--- src/hdl/dct_types_pkg.sv ---
// DCT types
// Widths and numeric types shared by the 8x8 DCT datapath, plus the
// state encoding of the input block sequencer

`default_nettype none

package dct_types_pkg;

	// Side length of the transform block
	localparam int BLOCK_N = 8;

	// Unsigned input sample of one image channel
	typedef logic [7:0] pixel_t;

	// First-pass (row) result, signed
	typedef logic signed [10:0] row_coef_t;

	// Final output coefficient, signed
	typedef logic signed [10:0] coef_t;

	// Wide accumulator for both passes
	typedef logic signed [31:0] acc_t;

	// Row or column position within the block
	typedef logic [2:0] idx_t;

	typedef enum logic {
		SEQ_IDLE,
		SEQ_STREAM
	} seq_state_t;

endpackage

`default_nettype wire

--- src/hdl/dct_coeff_pkg.sv ---
// DCT coefficients
// Scaled cosine basis T[u][c] with a 14-bit fraction, and the rounding
// rule applied after each pass

`default_nettype none

package dct_coeff_pkg;

	localparam int COEF_FRAC = 14;

	// u = 0 entry, sqrt(1/8) scaled
	localparam logic signed [15:0] COEF_DC = 16'sd5793;

	// T[u][c] = 0.5 * cos((2c+1) u pi / 16) * 2^14 for u > 0
	function automatic logic signed [15:0] dct_coeff(input dct_types_pkg::idx_t u,
		input dct_types_pkg::idx_t c);
		logic [6:0] k;
		logic [4:0] m;
		logic neg;
		logic signed [15:0] mag;
		k = (7'(c) * 7'd2 + 7'd1) * 7'(u);
		// Cosine has period 32 in units of pi/16
		m = k[4:0];
		if (m > 5'd16)
			m = 5'(6'd32 - 6'(m));
		// Second quadrant mirrors the first with a sign change
		neg = (m > 5'd8);
		if (neg)
			m = 5'd16 - m;
		case (m)
			5'd0: mag = 16'sd8192;
			5'd1: mag = 16'sd8035;
			5'd2: mag = 16'sd7568;
			5'd3: mag = 16'sd6811;
			5'd4: mag = 16'sd5793;
			5'd5: mag = 16'sd4551;
			5'd6: mag = 16'sd3135;
			5'd7: mag = 16'sd1598;
			default: mag = 16'sd0;
		endcase
		if (u == 3'd0)
			return COEF_DC;
		return neg ? -mag : mag;
	endfunction

	// Keep the bits above the fraction, round up on the top fraction bit
	function automatic logic signed [10:0] round_frac(input dct_types_pkg::acc_t a);
		logic signed [10:0] whole;
		whole = a[COEF_FRAC+10:COEF_FRAC];
		return whole + $signed({10'b0, a[COEF_FRAC-1]});
	endfunction

endpackage

`default_nettype wire

--- src/hdl/ac_row_path.sv ---
// AC row path
// Seven multiply-accumulate lanes for the row terms u = 1..7. Each lane
// picks T[u][col] for the pixel on the input, sums the row and rounds it
// on the same three-stage schedule as the DC row path, so all eight row
// results are valid together

`timescale 1ns/10ps
`default_nettype none

module ac_row_path (
	input  logic                     clk,
	input  logic                     rst,
	input  dct_types_pkg::pixel_t    data_in,
	input  logic                     pixel_valid,
	input  dct_types_pkg::idx_t      col,
	input  logic                     row_start,
	input  logic                     row_end,
	output dct_types_pkg::row_coef_t ac_result [1:7]
);
	import dct_types_pkg::*;
	import dct_coeff_pkg::*;

	acc_t prod [1:7];
	acc_t acc  [1:7];
	logic prod_valid;
	logic prod_start;
	logic prod_end;
	logic acc_done;

	// Stage flags mirror the DC path
	always_ff @(posedge clk) begin
		if (rst) begin
			prod_valid <= 1'b0;
			prod_start <= 1'b0;
			prod_end   <= 1'b0;
			acc_done   <= 1'b0;
		end else begin
			prod_valid <= pixel_valid;
			prod_start <= row_start;
			prod_end   <= row_end;
			acc_done   <= prod_valid && prod_end;
		end
	end

	// Coefficient depends on lane and current column
	always_ff @(posedge clk) begin
		if (pixel_valid) begin
			for (int u = 1; u < BLOCK_N; u++) begin
				prod[u] <= $signed({1'b0, data_in}) * dct_coeff(idx_t'(u), col);
			end
		end
	end

	always_ff @(posedge clk) begin
		if (prod_valid) begin
			for (int u = 1; u < BLOCK_N; u++) begin
				acc[u] <= prod_start ? prod[u] : acc[u] + prod[u];
			end
		end
	end

	// No level correction here, AC weights of a row sum to zero
	always_ff @(posedge clk) begin
		if (acc_done) begin
			for (int u = 1; u < BLOCK_N; u++) begin
				ac_result[u] <= round_frac(acc[u]);
			end
		end
	end

	a_start_end_excl: assert property (@(posedge clk) disable iff (rst)
		!(row_start && row_end));

endmodule

`default_nettype wire

--- config.mk ---
export PLATFORM = sky130hd
export DESIGN_NAME = ac_row_path
export DESIGN_NICKNAME = d
export VERILOG_FILES = /design/src/hdl/dct_types_pkg.sv /design/src/hdl/dct_coeff_pkg.sv /design/src/hdl/ac_row_path.sv
export SDC_FILE = /design/constraint.sdc
export NUM_CORES = 2
export LEC_CHECK = 0
export ABC_AREA = 1
export BUFFER_PORTS_ARGS = -buffer_cell sky130_fd_sc_hd__buf_2
export CORE_ASPECT_RATIO = 0.7
export CORE_UTILIZATION = 25
export CTS_CLUSTER_SIZE = 25
export DETAILED_ROUTE_END_ITERATION = 12
export PLACE_DENSITY_LB_ADDON = 0.08
export SKIP_LAST_GASP = 1
export SYNTH_ARGS = -nofsm -noshare
export SYNTH_HDL_FRONTEND = slang
export SYNTH_SLANG_ARGS = --single-unit
--- constraint.sdc ---
create_clock -name clk -period 9.4 [get_ports clk]
set_input_delay 2.35 -clock clk [delete_from_list [all_inputs] [get_ports clk]]
set_output_delay 2.35 -clock clk [all_outputs]
set_load 0.02 [all_outputs]
==> metrics.yaml <==
logic_synthesis:
  syn-cell-area_mm2: 0.0574
  synth.yosys.warnings: 0
  synth_compound_area_share_pct: 3.47
  fraction_of_the_yosys_area_taken_by_sequential_cells_pct: 22.5
  yosys.area.top_type_share_pct: 22.3
  synth-seq-cells: 431
  synth_top_cells_by_area: "edfxtp_1 22%, fa_1 22%, nand2_1 14%, ha_1 12%, inv_1 12%"
  combinational_family_with_the_most_area_after_synthesis: "adder cells"
  async_reset_ff_share_pct: 0
  ys_dominant_reg_cell: "edfxtp_1"
  synth-xor-area-share_pct: 2.90
  postSynthCellCount: 7562
  synth.largest_area_cell: "edfxtp_1"
  synth-adder-area-share_pct: 33.5
  simple_gate_share_of_the_synthesized_area_pct: 25.2
  synthesis.area_per_instance_um2: 7.60
  synth_enable_flop_cells: 427
  synth.area.mux_share_pct: 0
  synth.distinct_cells: 50
worst_setup_path:
  register_to_register_setup_slack_ns: 6.58
  timing.critical_path.arrival_ns: 8.77
  req_time_crit_path_ns: 9.84
  reg2reg_from: "prod_valid"
  critical_path.reg2reg.endpoint: "acc[0][145]"
  sort_of_element_at_the_end_of_the_critical_path: "flip-flop"
  maximum_fanout_count_along_the_critical_path: 12
  r2r_cells: 2
  worst-setup-path-type: "in2reg"
  worst_setup_path_start_kind: "input port"
clocking:
  cts.path.max_buffers: 3
  clock-sinks: 431
  post_cts.repair.setup_buffers: 0
  cts.clk_slew.worst_paths_ns: 0.06
  tritoncts.num_buffers: 55
  cts_max_level: 2
  hold_bufs_at_cts: 0
  cts_tree: "done"
  cts_resized: 0
  clkLatencyLatePin_ns: 0.70
  ctsRootBufferMaster: "clkbuf_16"
sta:
  layout_worst_path_cycle_share_pct: 88.7
  fin_tns_setup_ns: 0
  fin_worst_skew_ns: 0.0234
  setup_repair_after_global_routing_missed_its_margin: "false"
  finalSetupViolCount: 0
  hold_violations: 0
  tightestPinTransition_ns: 1.23
  tmin_final_ns: 8.34
  maxSlewHeadroom_pct: 17.3
  finalMaxSlewViolations: 0
  max_clock_freq_mhz: 120
min_path:
  worst_hold_path_type: "reg2reg"
  worstHoldStart: "prod_end"
  hold_end: "acc_done"
  min_path_cells: 2
detailed_routing:
  drtPass1Iterations: 6
  totalWireLength_mm: 184
  dr.max_layer_used: "met4"
  initialDrtViolationCount: 2968
  detail_route.drc_violations: 0
  route.met3.wl_mm: 9.78
  detail_route.wl_per_cell_um: 17.2
  met2_wirelength_mm: 74.7
  routed-via-count: 46300
  detail_route.vias_per_cell: 4.32
  wirelength_met1_mm: 97.7
  antenna_violating_nets_post_route: 0
final_layout:
  final_cells: 10700
  final_layout_size_suffix_gt1_share_pct: 3.99
  finalNetCount: 8829
  final_cell_area_mm2: 0.0635
  synthToLayoutAreaGrowth_pct: 10.5
  final.fill_count: 25200
job:
  max-cap-violations: 0
floorplanning:
  chipWidth_um: 575
  total_die_area_mm2: 0.232
  die_outline_height_um: 403
  row_count: 146
  initial_utilization_pct: 25.3
  ios: 93
  core_area_mm2: 0.227
placed_design:
  placement.io_buffers: 92
  dpl-instance-area_mm2: 0.0617
  finalWeightedCongestion: 0.877
  place_hpwl_mm: 155
  placed_cells_incl_taps: 10600
run_status:
  outcome: "completed"
global_route:
  grt-ovfl-total: 0
  first_global_vias: 47600
  initial_antenna_violation_count: 6
  grt_pass1_wl_mm: 287
  grtUsageTotal_pct: 16.1
  grt_max_degree: 77
## flip-flops by register name (all words and copies together) (netlist names)
| name | cells |
|---|---|
| acc_done | 1 |
| prod_start | 1 |
| acc | 175 |
| prod | 175 |
| prod_end | 1 |
| ac_result | 77 |
| prod_valid | 1 |
## final cells by class
| class | count | area, µm² | share of cell area [%] |
|---|---|---|---|
| antenna | 2 | 5.00 | 0.00789 |
| clock buffer | 66 | 1420 | 2.23 |
| clock inverter | 33 | 362 | 0.570 |
| inverter | 1777 | 6680 | 10.5 |
| multi-input combinational | 5244 | 37400 | 59.0 |
| sequential | 431 | 12900 | 20.4 |
| tap | 3034 | 3800 | 5.98 |
| timing repair buffer | 144 | 872 | 1.37 |
## stage by stage
step	util, %	setup slack [ns]	hold slack (ns)
after floorplan	-	1.31	0.395
after global placement	27.1	0.348	0.404
final	27.9	1.06	0.411
after detailed placement	27.1	0.372	0.405
after CTS	27.9	1.13	0.417
after global routing	27.9	0.690	0.433
## synthesized netlist by cell type (2+ instances only)
library cell,count
and3_1,7
nor2_2,9
buf_1,25
inv_2,6
conb_1,2
ha_1,531
nand2_4,2
xnor2_1,55
nor3b_1,2
a31oi_1,8
dfxtp_1,4
inv_4,2
a21oi_1,232
clkbuf_1,69
inv_1,1763
buf_2,10
xor2_1,130
fa_1,629
buf_4,3
buf_6,2
or2_2,42
nor3_1,45
nand2_2,5
and2_1,18
o21a_1,3
nand3b_1,58
nand4_1,81
o31ai_1,8
clkbuf_2,3
a21o_1,11
a21boi_0,10
o21bai_1,12
nand2_1,2209
o21ai_2,2
nor4_1,7
nand3_1,401
clkinv_1,6
edfxtp_1,427
nor2_1,630
o21ai_0,83
## logic make-up after synthesis
kind of cell / after synthesis
adder cells (fa/ha/maj): 1160
AO/OA/AOI/OAI: 372
other: 2
buffers and inverters: 1889
flip-flops: 431
AND/OR/NAND/NOR: 3521
XOR/XNOR: 187
## how the worst max path moves through the flow
stage,endpoint,slack (ns),start,cells past startpoint
finish,prod[0][254],1.06,col[1],24
global route,prod[0][244],0.69,col[1],27
CTS,prod[0][254],1.13,col[1],24
detailed placement,prod[0][254],0.37,col[1],24
global placement,prod[0][254],0.35,col[1],24
floorplan,prod[0][247],1.31,col[0],28
## metal layers
layer | global-route usage, % | vias to the layer above
met5 | 0 | -
met4 | 2.24 | 0
met3 | 3.03 | 106
met2 | 23.5 | 758
met1 | 24.7 | 22200
li1 | - | 23200
## layout by cell type (no fill, tap or decap), types with 4 or more instances in the layout
master	instances
xor2_1	130
and3_1	7
o21bai_1	12
nor4_1	7
and2_1	18
buf_2	91
edfxtp_1	427
clkinv_2	12
nor2_1	630
nor2_2	9
clkinv_1	12
nand3_1	401
buf_4	51
xnor2_1	55
nand2_2	5
a21oi_1	232
bufinv_16	6
a31oi_1	8
nor3_1	45
clkbuf_16	55
nand2_1	2209
a21o_1	11
conb_1	4
inv_2	8
or2_2	42
a21boi_0	10
fa_1	629
nand4_1	81
clkbuf_1	11
o31ai_1	8
nand3b_1	58
inv_1	1760
ha_1	531
o21ai_0	83
## worst max-delay path, stage by stage
cell	delay, ns
buf_2	0.14
inv_1	0.22
fa_1	0.50
fa_1	0.40
or2_4	0.26
nand3_1	0.08
nand2_2	0.21
nand2_1	0.20
nand3_4	0.18
ha_1	0.52
nand2_1	0.11
fa_1	0.50
inv_1	0.05
fa_1	0.46
fa_1	0.55
inv_1	0.05
fa_1	0.53
inv_1	0.04
ha_1	0.34
nand2_1	0.15
nor2_1	0.36
nand4_1	0.32
nand4_1	0.17
nand2_1	0.07
Power is not shown: default switching activity piles up to over one toggle a cycle in this logic, so the estimate is an artifact.
