==> src/hdl/dct_types_pkg.sv <==
// DCT types
// Widths and numeric types shared by the 8x8 DCT datapath, plus the
// state encoding of the input block sequencer

`default_nettype none

package dct_types_pkg;

	// Side length of the transform block
	localparam int BLOCK_N = 8;

	// Unsigned input sample of one image channel
	typedef logic [7:0] pixel_t;

	// First-pass (row) result, signed
	typedef logic signed [10:0] row_coef_t;

	// Final output coefficient, signed
	typedef logic signed [10:0] coef_t;

	// Wide accumulator for both passes
	typedef logic signed [31:0] acc_t;

	// Row or column position within the block
	typedef logic [2:0] idx_t;

	typedef enum logic {
		SEQ_IDLE,
		SEQ_STREAM
	} seq_state_t;

endpackage

`default_nettype wire

==> src/hdl/block_sequencer.sv <==
// Block sequencer
// Tracks the column and row of each incoming pixel of an 8x8 block and
// issues row start, row end and block end strobes for the pixel that is
// on the input now. Blocks follow each other without a gap; dropping
// enable abandons the block and restarts at pixel 0

`timescale 1ns/10ps
`default_nettype none

module block_sequencer (
	input  logic                clk,
	input  logic                rst,
	input  logic                enable,
	output logic                pixel_valid,
	output dct_types_pkg::idx_t col,
	output dct_types_pkg::idx_t row,
	output logic                row_start,
	output logic                row_end,
	output logic                block_end
);
	import dct_types_pkg::*;

	localparam idx_t LAST = idx_t'(BLOCK_N - 1);

	seq_state_t state;
	idx_t       col_cnt;
	idx_t       row_cnt;

	always_ff @(posedge clk) begin
		if (rst) begin
			state   <= SEQ_IDLE;
			col_cnt <= '0;
			row_cnt <= '0;
		end else begin
			case (state)
				SEQ_IDLE: begin
					// Counters sit at zero, so this pixel is position 0
					if (enable) begin
						state   <= SEQ_STREAM;
						col_cnt <= 3'd1;
					end
				end
				SEQ_STREAM: begin
					if (!enable) begin
						state   <= SEQ_IDLE;
						col_cnt <= '0;
						row_cnt <= '0;
					end else begin
						// Row counter wraps into the next block
						col_cnt <= col_cnt + 3'd1;
						if (col_cnt == LAST)
							row_cnt <= row_cnt + 3'd1;
					end
				end
				default: state <= SEQ_IDLE;
			endcase
		end
	end

	// Strobes describe the pixel currently presented
	assign pixel_valid = enable;
	assign col         = col_cnt;
	assign row         = row_cnt;
	assign row_start   = enable && (col_cnt == '0);
	assign row_end     = enable && (col_cnt == LAST);
	assign block_end   = row_end && (row_cnt == LAST);

	// A pixel right after the block end is pixel 0 of the next block
	a_block_wrap: assert property (@(posedge clk) disable iff (rst)
		block_end |=> !enable || (row_start && (row == '0)));

endmodule

`default_nettype wire

==> config.mk <==
export PLATFORM = sky130hd
export DESIGN_NAME = block_sequencer
export DESIGN_NICKNAME = d
export VERILOG_FILES = /design/src/hdl/dct_types_pkg.sv /design/src/hdl/block_sequencer.sv
export SDC_FILE = /design/constraint.sdc
export NUM_CORES = 1
export LEC_CHECK = 0
export BUFFER_PORTS_ARGS = -buffer_cell sky130_fd_sc_hd__buf_2
export CELL_PAD_IN_SITES_DETAIL_PLACEMENT = 1
export CELL_PAD_IN_SITES_GLOBAL_PLACEMENT = 2
export CORE_MARGIN = 2
export CORE_UTILIZATION = 22
export DETAILED_ROUTE_END_ITERATION = 10
export PLACE_DENSITY_LB_ADDON = 0.1
export REMOVE_ABC_BUFFERS = 1
export SLEW_MARGIN = 10
export SYNTH_ARGS = -nofsm -noshare
export SYNTH_HDL_FRONTEND = slang
export SYNTH_SLANG_ARGS = --single-unit
==> constraint.sdc <==
create_clock -name clk -period 1.1 [get_ports clk]
set_clock_uncertainty 0.05 [all_clocks]
set_input_delay 0 -clock clk [delete_from_list [all_inputs] [get_ports clk]]
set_output_delay 0 -clock clk [all_outputs]
set_load 0.02 [all_outputs]
==> results_dict.tcl, run 1 <==
set metrics [dict create \
    clkTransAtPathRegs_ps 70 \
    final_nets 74 \
    power.static_leakage_nw 0.281 \
    ctsRootBufferMaster "clkbuf_4" \
    synthCells 42 \
    clock_latency_ps 260 \
    crit_start "col[0]" \
    post-layout-total-power_mw 0.601 \
    ys_seq_area_share_pct 38.0 \
    synth_cell_type_count 17 \
    route.final.wire_length_um 1020 \
    outcome "finished, violations left" \
    cts_inserted_buffers 3 \
    timing.critical_path.required_ps 1050 \
    tritoncts "yes" \
    first_global_vias 345 \
    internal-power_mw 0.433 \
    setup.worst_path.start_class "flip-flop" \
    p_comb_share_pct 14.5 \
    final_critical_path_setup_slack_ps -149 \
    worst_hold_path_type "in2reg" \
    grt_start_max_net_pins 14 \
    synthToLayoutAreaGrowth_pct 76.3 \
    clock_tree.htree_level_count 1 \
    num_antenna_cells 0 \
    floorplan.die_area_um2 2020 \
    path_class "reg2out" \
    synth.largest_area_cell "dfxtp_1" \
    power.sequential.fraction_pct 44.3 \
    critPathCaptureType "output pin" \
    via_cell_ratio 4.60 \
    violations "negative setup slack" \
    fin_hold_ws_ps 55.1 \
    clkPwrFrac_pct 41.1 \
    ys_seq_elements 7 \
    rsz_0062_raised_after_global_routing "true" \
    slew-limit-headroom_pct 85.9 \
    starting_drc_count_in_detailed_routing 4 \
    post-place-ws_ps -149 \
    setup_viol 6 \
    synth.cell_area_um2 369 \
    gr-total-overflow 0 \
    maximum_vdd_ir_drop_mv 0.479 \
    timing_worst_slew_pin_value_ps 211 \
    ys_warn_count 0 \
    initial_core_util_pct 23.9 \
    layout_worst_path_cycle_share_pct 114 \
    timing.max_cap.violations 0 \
    postRouteAntennaNets 0 \
    synthArstFlopShare_pct 0 \
    detailed_routing_iterations_pass_1 3 \
    core_um2 1540 \
    numPortBuffers 12 \
    power_switching_mw 0.168 \
    max_clock_freq_ghz 0.800 \
    globalRouteTotalUtil_pct 11.6 \
    placementRows 14 \
    power.density_cell_area_nw_per_um2 924 \
    synth_ff_type "dfxtp_1" \
    finalSetupTns_ps -772 \
    detail_route.wl_per_cell_um 12.6 \
    regToRegSetupSlack_ps -140 \
    final_area_um2 651 \
    clock_sinks 7 \
    drcViolationCount 0 \
    finalHoldViolCount 0 \
    pin_count 13 \
    clock_path_buffers 2 \
    vias 373 \
    grt_antenna_before_repair 0 \
    count_of_flip_flops_with_a_built_in_enable_after_synthesis 0 \
    placedInstanceArea_um2 460 \
    worst-path-max-fanout 3 \
    share_of_layout_cells_above_drive_strength_1_pct 63.1 \
    gp_routability_congestion 0.728 \
    min_period_ps 1250 \
    synth_common_cells "7 x dfxtp_1, 5 x a21oi_1, 5 x ha_1" \
    hold_start "enable" \
    synth_top_cell_area_share_pct 38.0 \
    arrival_ps 1200 \
    die_w_um 45.0 \
    first_pass_grt_wire_length_um 1610 \
    avgSynthCellArea_um2 8.79 \
    yosys-top-cells-area "dfxtp_1 38%, ha_1 17%, a21oi_1 6.8%" \
    num-fill-cells 180 \
    die_height_um 45.0 \
    sw_frac_of_total_pct 27.9 \
    synth.most_common_cell "dfxtp_1" \
    r2r_start "col[0]" \
    slew_viol_final 0 \
    place_hpwl_um 723 \
]
## sequential cells by signal, summed over array words and instances, names as in the netlist
signal / flops
col: 3
row: 3
state: 1
## stage by stage
stage	utilization (%)	cells
6_report	42.2	81
5_1_grt	42.2	81
4_1_cts	41.1	81
3_5_place_dp	29.9	72
3_3_place_gp	29.9	72
2_1_floorplan	-	39
## placed cells by master (no fill, tap or decap), drive strengths merged, types with 2 or more instances in the layout
cell,count
a21oi,5
buf,21
clkbuf,3
dfxtp,7
ha,5
inv,3
nand2,3
nand3,2
nand4,2
nor2,3
nor2b,2
o21ai,3
## worst max-delay path, cell delays in order (launching register included)
cell and delay (ps):
dfxtp_2 340, ha_4 160, ha_4 160, and3_4 160, buf_6 120
## final cells by class
class                           count  area, um2  area share, %
Clock buffer                        3       22.5           3.46
Tap cell                           16       20.0           3.08
Sequential cell                     7        145           22.3
Clock inverter                      1       5.00          0.769
Timing Repair Buffer               22        168           25.8
Inverter                            3       16.3           2.50
Multi-Input combinational cell     29        274           42.1
## cells by family (layout without fill, tap and decap cells)
group / count (synthesis) / in the layout / share of synthesized area (%)
buffers and inverters: 6 / 29 / 10.2
AO/OA/AOI/OAI: 9 / 9 / 12.9
flip-flops: 7 / 7 / 38.0
AND/OR/NAND/NOR: 15 / 15 / 22.0
adder cells (fa/ha/maj): 5 / 5 / 16.9
## timing repair
item	CTS	global route
setup endpoints to repair	8	8
hold buffers	1	0
pin swaps	5	5
resized for setup	28	7
buffers inserted	4	0
hold endpoints to repair	7	0
## power by group through the flow
| stage | Sequential [mW] | Clock (mW) | Combinational (mW) |
|---|---|---|---|
| 3_3_place_gp | 0.269 | 0 | 0.0622 |
| 2_1_floorplan | 0.276 | 0 | 0.0200 |
| 5_1_grt | 0.267 | 0.273 | 0.0972 |
| 3_5_place_dp | 0.269 | 0 | 0.0637 |
| 6_report | 0.266 | 0.247 | 0.0874 |
| 4_1_cts | 0.266 | 0.256 | 0.0829 |
## metal layers
metal  vias up  global-route usage (%)  part of all wire [%]
met5         -                       0                     0
met4         0                    7.06                  0.69
met3         2                    2.40                   4.2
met2         9                    16.0                    45
met1       170                    16.3                    50
li1        192                       -                     -
## path summary, 6_finish.rpt
check | end | depth (start not counted)
setup / recovery | block_end | 4
hold / removal | state | 2
setup reg to reg | row[0] | 6
hold reg to reg | row[2] | 2
(Power assumes the default switching activity.)
==> inputs of run 2 (changes only) <==
Settings changed: CTS_CLUSTER_SIZE set to 14, REMOVE_ABC_BUFFERS 1 to unset.
Clock period 1.1 ns to 1.05 ns, I/O delays scaled along.
==> results_dict.tcl, run 2 (synthesis gave the netlist of run 1 again) <==
set metrics [dict create \
    outcome "finished, violations left" \
    arrival_ps 1210 \
    place_hpwl_um 863 \
    pin_count 13 \
    starting_drc_count_in_detailed_routing 4 \
    detail_route.wl_per_cell_um 14.8 \
    timing.max_cap.violations 0 \
    final_critical_path_setup_slack_ps -209 \
    gr-total-overflow 0 \
    core_um2 1540 \
    placedInstanceArea_um2 494 \
    maximum_vdd_ir_drop_mv 0.432 \
    setup.worst_path.start_class "flip-flop" \
    share_of_layout_cells_above_drive_strength_1_pct 68.8 \
    ctsRootBufferMaster "clkbuf_4" \
    route.final.wire_length_um 1180 \
    setup_viol 9 \
    fin_hold_ws_ps 58.4 \
    layout_commonest_cell "buf_6" \
    path_class "reg2out" \
    num_antenna_cells 0 \
    max_clock_freq_ghz 0.794 \
    final_nets 73 \
    worst_hold_path_type "in2reg" \
    grt_antenna_before_repair 0 \
    cts_inserted_buffers 3 \
    clock_latency_ps 250 \
    slew_viol_final 0 \
    timing.critical_path.slowest_cell_delay_ps 360 \
    power.static_leakage_nw 0.280 \
    timing.critical_path.required_ps 1000 \
    post-layout-total-power_mw 0.646 \
    globalRouteTotalUtil_pct 14.0 \
    die_w_um 45.0 \
    first_global_vias 395 \
    critPathSlowestCell "dfxtp_4" \
    rsz_0062_raised_after_global_routing "true" \
    clock_sinks 7 \
    power.density_cell_area_nw_per_um2 965 \
    min_period_ps 1260 \
    most_frequent_cells_in_the_layout "9 x buf_6, 8 x buf_2, 4 x a21oi_1, 4 x ha_4" \
    synthToLayoutAreaGrowth_pct 81.4 \
    clock_path_buffers 2 \
    worst-path-max-fanout 3 \
    path_cells "ha_4, ha_4, and3_4, buf_6" \
    critPathCaptureType "output pin" \
    placementRows 14 \
    vias 374 \
    num-fill-cells 175 \
    first_pass_grt_wire_length_um 1930 \
    initial_core_util_pct 23.9 \
    postRouteAntennaNets 0 \
    tritoncts "yes" \
    slew-limit-headroom_pct 81.5 \
    numPortBuffers 12 \
    gp_routability_congestion 0.789 \
    synth.net_count 50 \
    clock_tree.htree_level_count 1 \
    floorplan.die_area_um2 2020 \
    violations "negative setup slack" \
    drcViolationCount 0 \
    grt_start_max_net_pins 14 \
    clkTransAtPathRegs_ps 60 \
    layout_worst_path_cycle_share_pct 120 \
    via_cell_ratio 4.68 \
    finalHoldViolCount 0 \
    die_height_um 45.0 \
    detailed_routing_iterations_pass_1 4 \
    timing.critical_path.mode_cell "ha_4" \
    timing_worst_slew_pin_value_ps 278 \
    final_area_um2 669 \
]
## run 2: changes by cell type in the layout (fill, tap and decap cells not counted), sizes merged
cell | before | now
clkbuf | 3 | 4
buf | 21 | 20
clkinv | 1 | 0
## run 2: stage by stage
step | util (%) | setup TNS, ps | setup slack (ps) | cells
2_1_floorplan | - | -171 | -55.3 | 42
3_3_place_gp | 32.1 | -156 | -65.1 | 71
4_1_cts | 40.7 | -1250 | -215 | 79
6_report | 43.4 | -1230 | -209 | 80
5_1_grt | 43.4 | -1710 | -260 | 80
3_5_place_dp | 32.1 | -310 | -88.5 | 71
## run 2: final timing paths
kind	startpoint	to	slack (ps)	cells after the start
worst max register to register	col[1]	row[1]	-210	6
worst min-delay path	enable	col[2]	60	3
worst min register to register	col[2]	col[2]	460	2
worst max-delay path	col[1]	block_end	-210	4
## run 2: worst max-delay path: cells and delay by family, from the launching register on
family                   cells  cell delay (ps)
flip-flops                   1              360
adder cells (fa/ha/maj)      2              320
AND/OR/NAND/NOR              1              160
buffers and inverters        1              120
## run 2: routing by layer
| metal | routed length [um] | vias to the layer above | GRT usage (%) |
|---|---|---|---|
| li1 | - | 189 | - |
| met1 | 474 | 176 | 16.3 |
| met2 | 659 | 9 | 24.3 |
| met3 | 49 | 0 | 3.60 |
| met4 | 0 | 0 | 5.29 |
| met5 | 0 | - | 0 |
## run 2: timing repair
item / in CTS / in global routing
gates resized for setup: 21 / 9
endpoints found under the setup margin: 8 / 9
endpoints found under the hold margin: 6 / 0
pin swaps: 6 / 7
gates cloned: 0 / 0
hold buffers: 1 / 0
setup buffers: 3 / 1
## run 2: power by group
part | internal (mW) | total [mW] | switching (mW)
logic | 0.0552 | 0.111 | 0.0560
clock network | 0.146 | 0.256 | 0.110
registers | 0.269 | 0.279 | 0.00952
total | 0.470 | 0.646 | 0.176
## run 2: cell type report
cell class,instances,area [um2],share of cell area [%]
Multi-Input combinational cell,29,284,42.4
Timing Repair Buffer,21,174,26.0
Clock buffer,4,26.3,3.93
Inverter,3,13.8,2.06
Tap cell,16,20.0,2.99
Sequential cell,7,151,22.6
