## config.mk

```make
export PLATFORM = sky130hd
export DESIGN_NAME = dc_row_path
export DESIGN_NICKNAME = d
export VERILOG_FILES = /design/src/hdl/dct_types_pkg.sv /design/src/hdl/dct_coeff_pkg.sv /design/src/hdl/dc_row_path.sv
export SDC_FILE = /design/constraint.sdc
export NUM_CORES = 1
export LEC_CHECK = 0
export ABC_AREA = 0
export ABC_CLOCK_PERIOD_IN_PS = 3800
export BUFFER_PORTS_ARGS = -buffer_cell sky130_fd_sc_hd__buf_2
export CAP_MARGIN = 20
export CORE_MARGIN = 2
export CORE_UTILIZATION = 55
export DETAILED_ROUTE_END_ITERATION = 7
export HOLD_SLACK_MARGIN = 0.12
export PLACE_DENSITY = 0.82
export SYNTH_ARGS = -nofsm -noshare
export SYNTH_HDL_FRONTEND = slang
export SYNTH_SLANG_ARGS = --single-unit
```

## constraint.sdc

```tcl
create_clock -name clk -period 3.8 [get_ports clk]
set_clock_uncertainty 0.15 [all_clocks]
set_input_delay 0.38 -clock clk [delete_from_list [all_inputs] [get_ports clk]]
set_output_delay 0.38 -clock clk [all_outputs]
set_load 0.005 [all_outputs]
```

## src/hdl/dct_types_pkg.sv

```systemverilog
// DCT types
// Widths and numeric types shared by the 8x8 DCT datapath, plus the
// state encoding of the input block sequencer

`default_nettype none

package dct_types_pkg;

	// Side length of the transform block
	localparam int BLOCK_N = 8;

	// Unsigned input sample of one image channel
	typedef logic [7:0] pixel_t;

	// First-pass (row) result, signed
	typedef logic signed [10:0] row_coef_t;

	// Final output coefficient, signed
	typedef logic signed [10:0] coef_t;

	// Wide accumulator for both passes
	typedef logic signed [31:0] acc_t;

	// Row or column position within the block
	typedef logic [2:0] idx_t;

	typedef enum logic {
		SEQ_IDLE,
		SEQ_STREAM
	} seq_state_t;

endpackage

`default_nettype wire

```

## src/hdl/dct_coeff_pkg.sv

```systemverilog
// DCT coefficients
// Scaled cosine basis T[u][c] with a 14-bit fraction, and the rounding
// rule applied after each pass

`default_nettype none

package dct_coeff_pkg;

	localparam int COEF_FRAC = 14;

	// u = 0 entry, sqrt(1/8) scaled
	localparam logic signed [15:0] COEF_DC = 16'sd5793;

	// T[u][c] = 0.5 * cos((2c+1) u pi / 16) * 2^14 for u > 0
	function automatic logic signed [15:0] dct_coeff(input dct_types_pkg::idx_t u,
		input dct_types_pkg::idx_t c);
		logic [6:0] k;
		logic [4:0] m;
		logic neg;
		logic signed [15:0] mag;
		k = (7'(c) * 7'd2 + 7'd1) * 7'(u);
		// Cosine has period 32 in units of pi/16
		m = k[4:0];
		if (m > 5'd16)
			m = 5'(6'd32 - 6'(m));
		// Second quadrant mirrors the first with a sign change
		neg = (m > 5'd8);
		if (neg)
			m = 5'd16 - m;
		case (m)
			5'd0: mag = 16'sd8192;
			5'd1: mag = 16'sd8035;
			5'd2: mag = 16'sd7568;
			5'd3: mag = 16'sd6811;
			5'd4: mag = 16'sd5793;
			5'd5: mag = 16'sd4551;
			5'd6: mag = 16'sd3135;
			5'd7: mag = 16'sd1598;
			default: mag = 16'sd0;
		endcase
		if (u == 3'd0)
			return COEF_DC;
		return neg ? -mag : mag;
	endfunction

	// Keep the bits above the fraction, round up on the top fraction bit
	function automatic logic signed [10:0] round_frac(input dct_types_pkg::acc_t a);
		logic signed [10:0] whole;
		whole = a[COEF_FRAC+10:COEF_FRAC];
		return whole + $signed({10'b0, a[COEF_FRAC-1]});
	endfunction

endpackage

`default_nettype wire

```

## src/hdl/dc_row_path.sv

```systemverilog
// DC row path
// Accumulates the u = 0 term of each image row. The level shift is applied
// once to the row total rather than to every pixel. Pipeline is product,
// accumulate, round; row_valid marks the rounded result

`timescale 1ns/10ps
`default_nettype none

module dc_row_path #(
	parameter int LEVEL_SHIFT = 128
) (
	input  logic                     clk,
	input  logic                     rst,
	input  dct_types_pkg::pixel_t    data_in,
	input  logic                     pixel_valid,
	input  logic                     row_start,
	input  logic                     row_end,
	output dct_types_pkg::row_coef_t dc_result,
	output logic                     row_valid
);
	import dct_types_pkg::*;
	import dct_coeff_pkg::*;

	// Shift times the sum of the eight DC weights
	localparam acc_t SHIFT_TOTAL = acc_t'(LEVEL_SHIFT * BLOCK_N * COEF_DC);

	acc_t prod;
	acc_t acc;
	logic prod_valid;
	logic prod_start;
	logic prod_end;
	logic acc_done;

	always_ff @(posedge clk) begin
		if (rst) begin
			prod_valid <= 1'b0;
			prod_start <= 1'b0;
			prod_end   <= 1'b0;
			acc_done   <= 1'b0;
			row_valid  <= 1'b0;
		end else begin
			prod_valid <= pixel_valid;
			prod_start <= row_start;
			prod_end   <= row_end;
			acc_done   <= prod_valid && prod_end;
			row_valid  <= acc_done;
		end
	end

	always_ff @(posedge clk) begin
		if (pixel_valid)
			prod <= $signed({1'b0, data_in}) * COEF_DC;
		// Each row restarts the sum with its first product
		if (prod_valid)
			acc <= prod_start ? prod : acc + prod;
		if (acc_done)
			dc_result <= round_frac(acc - SHIFT_TOTAL);
	end

endmodule

`default_nettype wire

```

==> flow_metrics.env, run 1 <==
export IMPL_clock_sinks=62
export IMPL_yosys_warnings=0
export IMPL_synth_fp_nets=620
export IMPL_setup_worst_path_class="input port to flip-flop"
export IMPL_yosysMostFrequentCell="ha_1"
export IMPL_port_buffers=24
export IMPL_clock_tree_root_cell="clkbuf_8"
export IMPL_vias_per_cell=5.955
export IMPL_wl_met2_um=5377
export IMPL_drt_total_wl_um=10800
export IMPL_final_util=0.6336
export IMPL_overflow=0
export IMPL_hold_class="input port to flip-flop"
export IMPL_die_h_um=101.3
export IMPL_place_congestion=0.9318
export IMPL_cts_buffers=9
export IMPL_clockBufferDepth=2
export IMPL_synth_area_leaders="edfxtp_1 33%, ha_1 16%, fa_1 6.2%"
export IMPL_synth_flop_cell="edfxtp_1"
export IMPL_core_area_um2=9196
export IMPL_max_freq_ghz=0.2742
export IMPL_drc=0
export IMPL_finalSetupTns_ns=0
export IMPL_place_area_um2=5549
export IMPL_io_pins=25
export IMPL_num_antenna_cells=0
export IMPL_post_route_period_util=0.9598
export IMPL_fin_crit_ns=3.647
export IMPL_clkTransAtPathRegs_ns=0.07
export IMPL_leakage_nw=2.538
export IMPL_wl_met1_um=4616
export IMPL_drive_gt1_frac=0.1451
export IMPL_synth_distinct_cells=63
export IMPL_wl_met3_um=526
export IMPL_vdd_ir_drop_max_v=0.0003049
export IMPL_final_max_slew_violation_count=0
export IMPL_cts_tree="yes"
export IMPL_placedCellCount=663
export IMPL_stdcell_count=683
export IMPL_synth_top_area_share=0.3288
export IMPL_cap_violations=0
export IMPL_num_vias=4067
export IMPL_avgRoutedWirePerCell_um=15.81
export IMPL_worstPathArrival_ns=3.61
export IMPL_areaGrowthSynthToFinish_pct=11.95
export IMPL_nets=663
export IMPL_initial_core_util=0.5660
export IMPL_ys_async_sr_fraction=0
export IMPL_synth_seq_area_share=0.3481
export IMPL_rows=35
export IMPL_drtPass1Iterations=5
export IMPL_endpoint_kind="flip-flop"
export IMPL_yosys_area_top_type="edfxtp_1"
export IMPL_slew_headroom=0.5158
export IMPL_cp_max_fo=4
export IMPL_cp_data_required_time_ns=3.76
export IMPL_postCtsSetupBuffers=0
export IMPL_routed_top_layer="met4"
export IMPL_status="completed"
export IMPL_drt_initial_drc_count=313
export IMPL_worstMarginPinSlew_ns=0.7229
export IMPL_setup_viol=0
export IMPL_final_area_um2=5827
export IMPL_grt_start_max_net_pins=33
export IMPL_die_area_um2=10260
export IMPL_ant_nets=0
export IMPL_antenna_found_initial=0
export IMPL_grt_pass1_vias=3936
export IMPL_dieWidth_um=101.3
export IMPL_worstSetupStartpointType="input port"
export IMPL_powerDensity_nw_per_um2=655.5
export IMPL_hold_violations=0
export IMPL_clk_latency_ns=0.36
export IMPL_synthesis_area_um2=5205
export IMPL_ys_ff_latch=62
export IMPL_htreeDepth=3
export IMPL_synth_edf_count=57
export IMPL_dp_hpwl_um=8209
export IMPL_grtUsageTotal=0.2231
export IMPL_ys_top_cells_by_count="67 x ha_1, 57 x edfxtp_1, 49 x inv_1"
export IMPL_syn_avg_cell_area_um2=9.933
export IMPL_synthCells=524
export IMPL_grt_pass1_wl_um=17840
## layout by cell type (no fill, tap or decap), drive strengths merged, types with 3 or more instances in the layout
cell         instances
a2111oi              3
a211oi               8
a21o                17
a21oi               34
a311oi               4
a31o                 3
a31oi                5
and2                 6
and3                 9
buf                 43
clkbuf              12
clkinvlp             3
dfxtp                5
dlygate4sd3          4
edfxtp              57
fa                  16
ha                  67
inv                 49
mux2                 4
mux2i                3
nand2               45
nand3               17
nand4                3
nor2                35
nor2b               11
nor3                 7
o21a                 4
o21ai               26
o22ai                4
xnor2               18
xor2                17
## worst paths after layout
kind	start	endpoint	slack, ns	cells after the start
worst max-delay path	data_in[4]	prod[20]	0.15	14
worst min-delay path	data_in[1]	prod[1]	0.19	1
worst max register to register	acc[13]	dc_result[10]	0.52	10
worst min register to register	prod_end	acc_done	0.27	2
## metrics by stage
stage | power (mW) | worst slack, ns | hold WS (ns)
after global routing | 4.121 | -0.002244 | 0.1837
after CTS | 3.747 | 0.07823 | 0.1778
after floorplan | 2.707 | 0.005599 | 0.2452
final | 3.819 | 0.1529 | 0.1854
after global placement | 3.061 | -0.1583 | 0.2495
after detailed placement | 3.153 | -0.2890 | 0.2596
## power by group
part	internal, mW	total (mW)	switching (mW)
combinational	0.938	2.10	1.16
sequential	0.996	1.14	0.140
clock	0.310	0.581	0.270
total	2.25	3.82	1.57
## what timing repair did
item / CTS / global route
resized for setup: 0 / 8
hold buffers: 4 / 0
endpoints found under the setup margin: 0 / 3
hold endpoints to repair: 5 / 0
## sequential cells by signal (all words and copies together), names as in the netlist
register	count
prod_end	1
acc_done	1
row_valid	1
acc	25
prod_valid	1
dc_result	11
prod	21
prod_start	1
## cells by family after synthesis
logic type                 Yosys count  synth area share
and+or+nand+nor                    144            0.1346
muxes                                7           0.01514
xor gates and xnor gates            35           0.05889
buffers and inverters               64           0.04880
AOI/OAI and AO/OA                  129            0.1719
DFF                                 62            0.3481
adders and majority gates           83            0.2226
## metal layers
metal  track usage  vias up
met1        0.2727     1920
met3       0.04141       28
met5             0        -
met4       0.09252        0
met2        0.3882      130
li1              -     1989
## critical path, cell delays in order
cell	delay [ns]
buf_2	0.12
ha_1	0.30
ha_1	0.28
inv_1	0.05
fa_1	0.50
inv_1	0.05
fa_1	0.47
ha_4	0.33
nand2_1	0.09
o221ai_1	0.27
and3_1	0.25
a31oi_1	0.13
a31o_2	0.25
xor2_1	0.13
## layout make-up
| class | count | area [µm²] |
|---|---|---|
| sequential | 62 | 1812 |
| timing repair buffer | 47 | 302.8 |
| clock inverter | 4 | 27.53 |
| multi-input combinational | 398 | 3186 |
| fill | 705 | 3369 |
| inverter | 49 | 183.9 |
| tap | 111 | 138.9 |
| clock buffer | 12 | 176.4 |
Note: power is estimated with default switching activity, not from simulation.
==> run 2, diff against run 1 <==
Settings changed: BUFFER_PORTS_ARGS -buffer_cell sky130_fd_sc_hd__buf_2 to default, DONT_BUFFER_PORTS from default to 1, PLACE_DENSITY 0.82 to 0.8.
==> flow_metrics.env, run 2 (synthesized netlist as in run 1, its figures left out) <==
export IMPL_top_regs="acc: 25 flops, prod: 21 flops, dc_result: 11 flops"
export IMPL_overflow=0
export IMPL_reg2reg_depth=10
export IMPL_drt_total_wl_um=10900
export IMPL_grt_start_max_net_pins=42
export IMPL_grt_pass1_vias=3984
export IMPL_final_area_um2=5670
export IMPL_num_vias=3946
export IMPL_clock_sinks=62
export IMPL_worstMarginPinSlew_ns=0.9837
export IMPL_clkTransAtPathRegs_ns=0.07
export IMPL_place_area_um2=5381
export IMPL_cp_cell_sequence="ha_1 > ha_1 > inv_1 > fa_1 > inv_1 > fa_1 > ha_4 > a21oi_1 > o21ai_1 > a2111oi_2 > nor2_1 > a221oi_2 > xnor2_1"
export IMPL_final_max_slew_violation_count=0
export IMPL_dieWidth_um=101.3
export IMPL_ant_nets=0
export IMPL_cp_max_fo=4
export IMPL_whs_path_depth=1
export IMPL_vdd_ir_drop_max_v=0.0002884
export IMPL_grt_pass1_wl_um=18340
export IMPL_clockBufferDepth=2
export IMPL_antenna_found_initial=0
export IMPL_rows=35
export IMPL_rsz0062_at_grt="false"
export IMPL_clock_tree_root_cell="clkbuf_8"
export IMPL_power_total_mw=3.740
export IMPL_final_util=0.6166
export IMPL_postCtsSetupBuffers=0
export IMPL_cp_data_required_time_ns=3.74
export IMPL_final_cell_mix="66 x ha_1, 57 x edfxtp_1, 49 x inv_1"
export IMPL_ff2ff_setup_slack_ns=0.50
export IMPL_drt_initial_drc_count=199
export IMPL_vias_per_cell=6.015
export IMPL_critPathMaxStageDelay_ns=0.59
export IMPL_drive_gt1_frac=0.07890
export IMPL_finalSetupTns_ns=0
export IMPL_fin_crit_ns=3.683
export IMPL_drtPass1Iterations=4
export IMPL_nets=636
export IMPL_largest_register_ffs=25
export IMPL_drc=0
export IMPL_core_area_um2=9196
export IMPL_endpoint_kind="flip-flop"
export IMPL_avgRoutedWirePerCell_um=16.62
export IMPL_grtUsageTotal=0.2276
export IMPL_setup_worst_path_class="input port to flip-flop"
export IMPL_hold_class="input port to flip-flop"
export IMPL_cts_buffers=9
export IMPL_slew_headroom=0.3420
export IMPL_place_congestion=0.9611
export IMPL_worstSetupStartpointType="input port"
export IMPL_initial_core_util=0.5660
export IMPL_cap_violations=0
export IMPL_port_buffers=0
export IMPL_largest_register="acc"
export IMPL_dp_hpwl_um=8050
export IMPL_powerDensity_nw_per_um2=659.5
export IMPL_die_h_um=101.3
export IMPL_leakage_nw=2.412
export IMPL_cp_slowest_cell="fa_1"
export IMPL_final_common_cell="ha_1"
export IMPL_setup_viol=0
export IMPL_clk_latency_ns=0.34
export IMPL_io_pins=25
export IMPL_post_route_period_util=0.9691
export IMPL_max_freq_ghz=0.2716
export IMPL_cts_repair_resized=0
export IMPL_htreeDepth=3
export IMPL_cts_tree="yes"
export IMPL_num_antenna_cells=0
export IMPL_whs_ns=0.1312
export IMPL_worstPathArrival_ns=3.62
export IMPL_die_area_um2=10260
export IMPL_hold_violations=0
export IMPL_status="completed"
export IMPL_areaGrowthSynthToFinish_pct=8.942
[run 2: cell count changes in the layout (fill, tap and decap cells not counted), sizes merged]
cell and change:
buf -33, dlygate4sd3 +6, clkbuf -3, clkinv +2, bufinv +1
[run 2: per-stage QoR]
step | instances | setup slack (ns)
after floorplan | 524 | 0.005599
after global placement | 629 | -0.03358
after detailed placement | 630 | -0.1434
after CTS | 656 | 0.1472
after global routing | 656 | 0.003507
final | 656 | 0.1174
[run 2: power breakdown]
part	internal [mW]	leakage [nW]	total (mW)	switching, mW
Clock	0.297	0.0863	0.564	0.267
Combinational	0.895	1.75	2.04	1.14
Sequential	0.997	0.580	1.14	0.140
[run 2: worst max-delay path: cells and delay by family]
kind,cells,cell delay [ns]
xor gates and xnor gates,1,0.10
buffers and inverters,2,0.11
and+or+nand+nor,1,0.13
AOI/OAI and AO/OA,4,1.01
adders and majority gates,5,1.89
[run 2: timing repair]
action,4_1_cts,5_1_grt
endpoints found under the setup margin,0,0
endpoints found under the hold margin,32,0
hold buffers,10,0
[run 2: worst paths after layout]
path                            startpoint            end
worst max-delay path            data_in[2]       prod[19]
worst min-delay path            data_in[0]        prod[5]
worst max register to register     acc[13]  dc_result[10]
worst min register to register    prod_end       acc_done
[run 2: area by class of cell]
| class | instances | area [µm²] |
|---|---|---|
| clock inverters | 7 | 65.06 |
| multi-input cells | 398 | 3152 |
| fillers | 725 | 3526 |
| flip-flops and latches | 62 | 1812 |
| well taps | 111 | 138.9 |
| inverters | 49 | 183.9 |
| clock buffers | 9 | 123.9 |
| repair buffers | 20 | 195.2 |
[run 2: per-layer routing]
layer	routed length (µm)	global-route usage	part of all wire	vias to the layer above
met1	4746	0.2746	0.44	1901
met3	362	0.03727	0.033	19
met4	214	0.08420	0.020	0
met5	0	0	0	-
li1	-	-	-	1929
met2	5579	0.4086	0.51	97
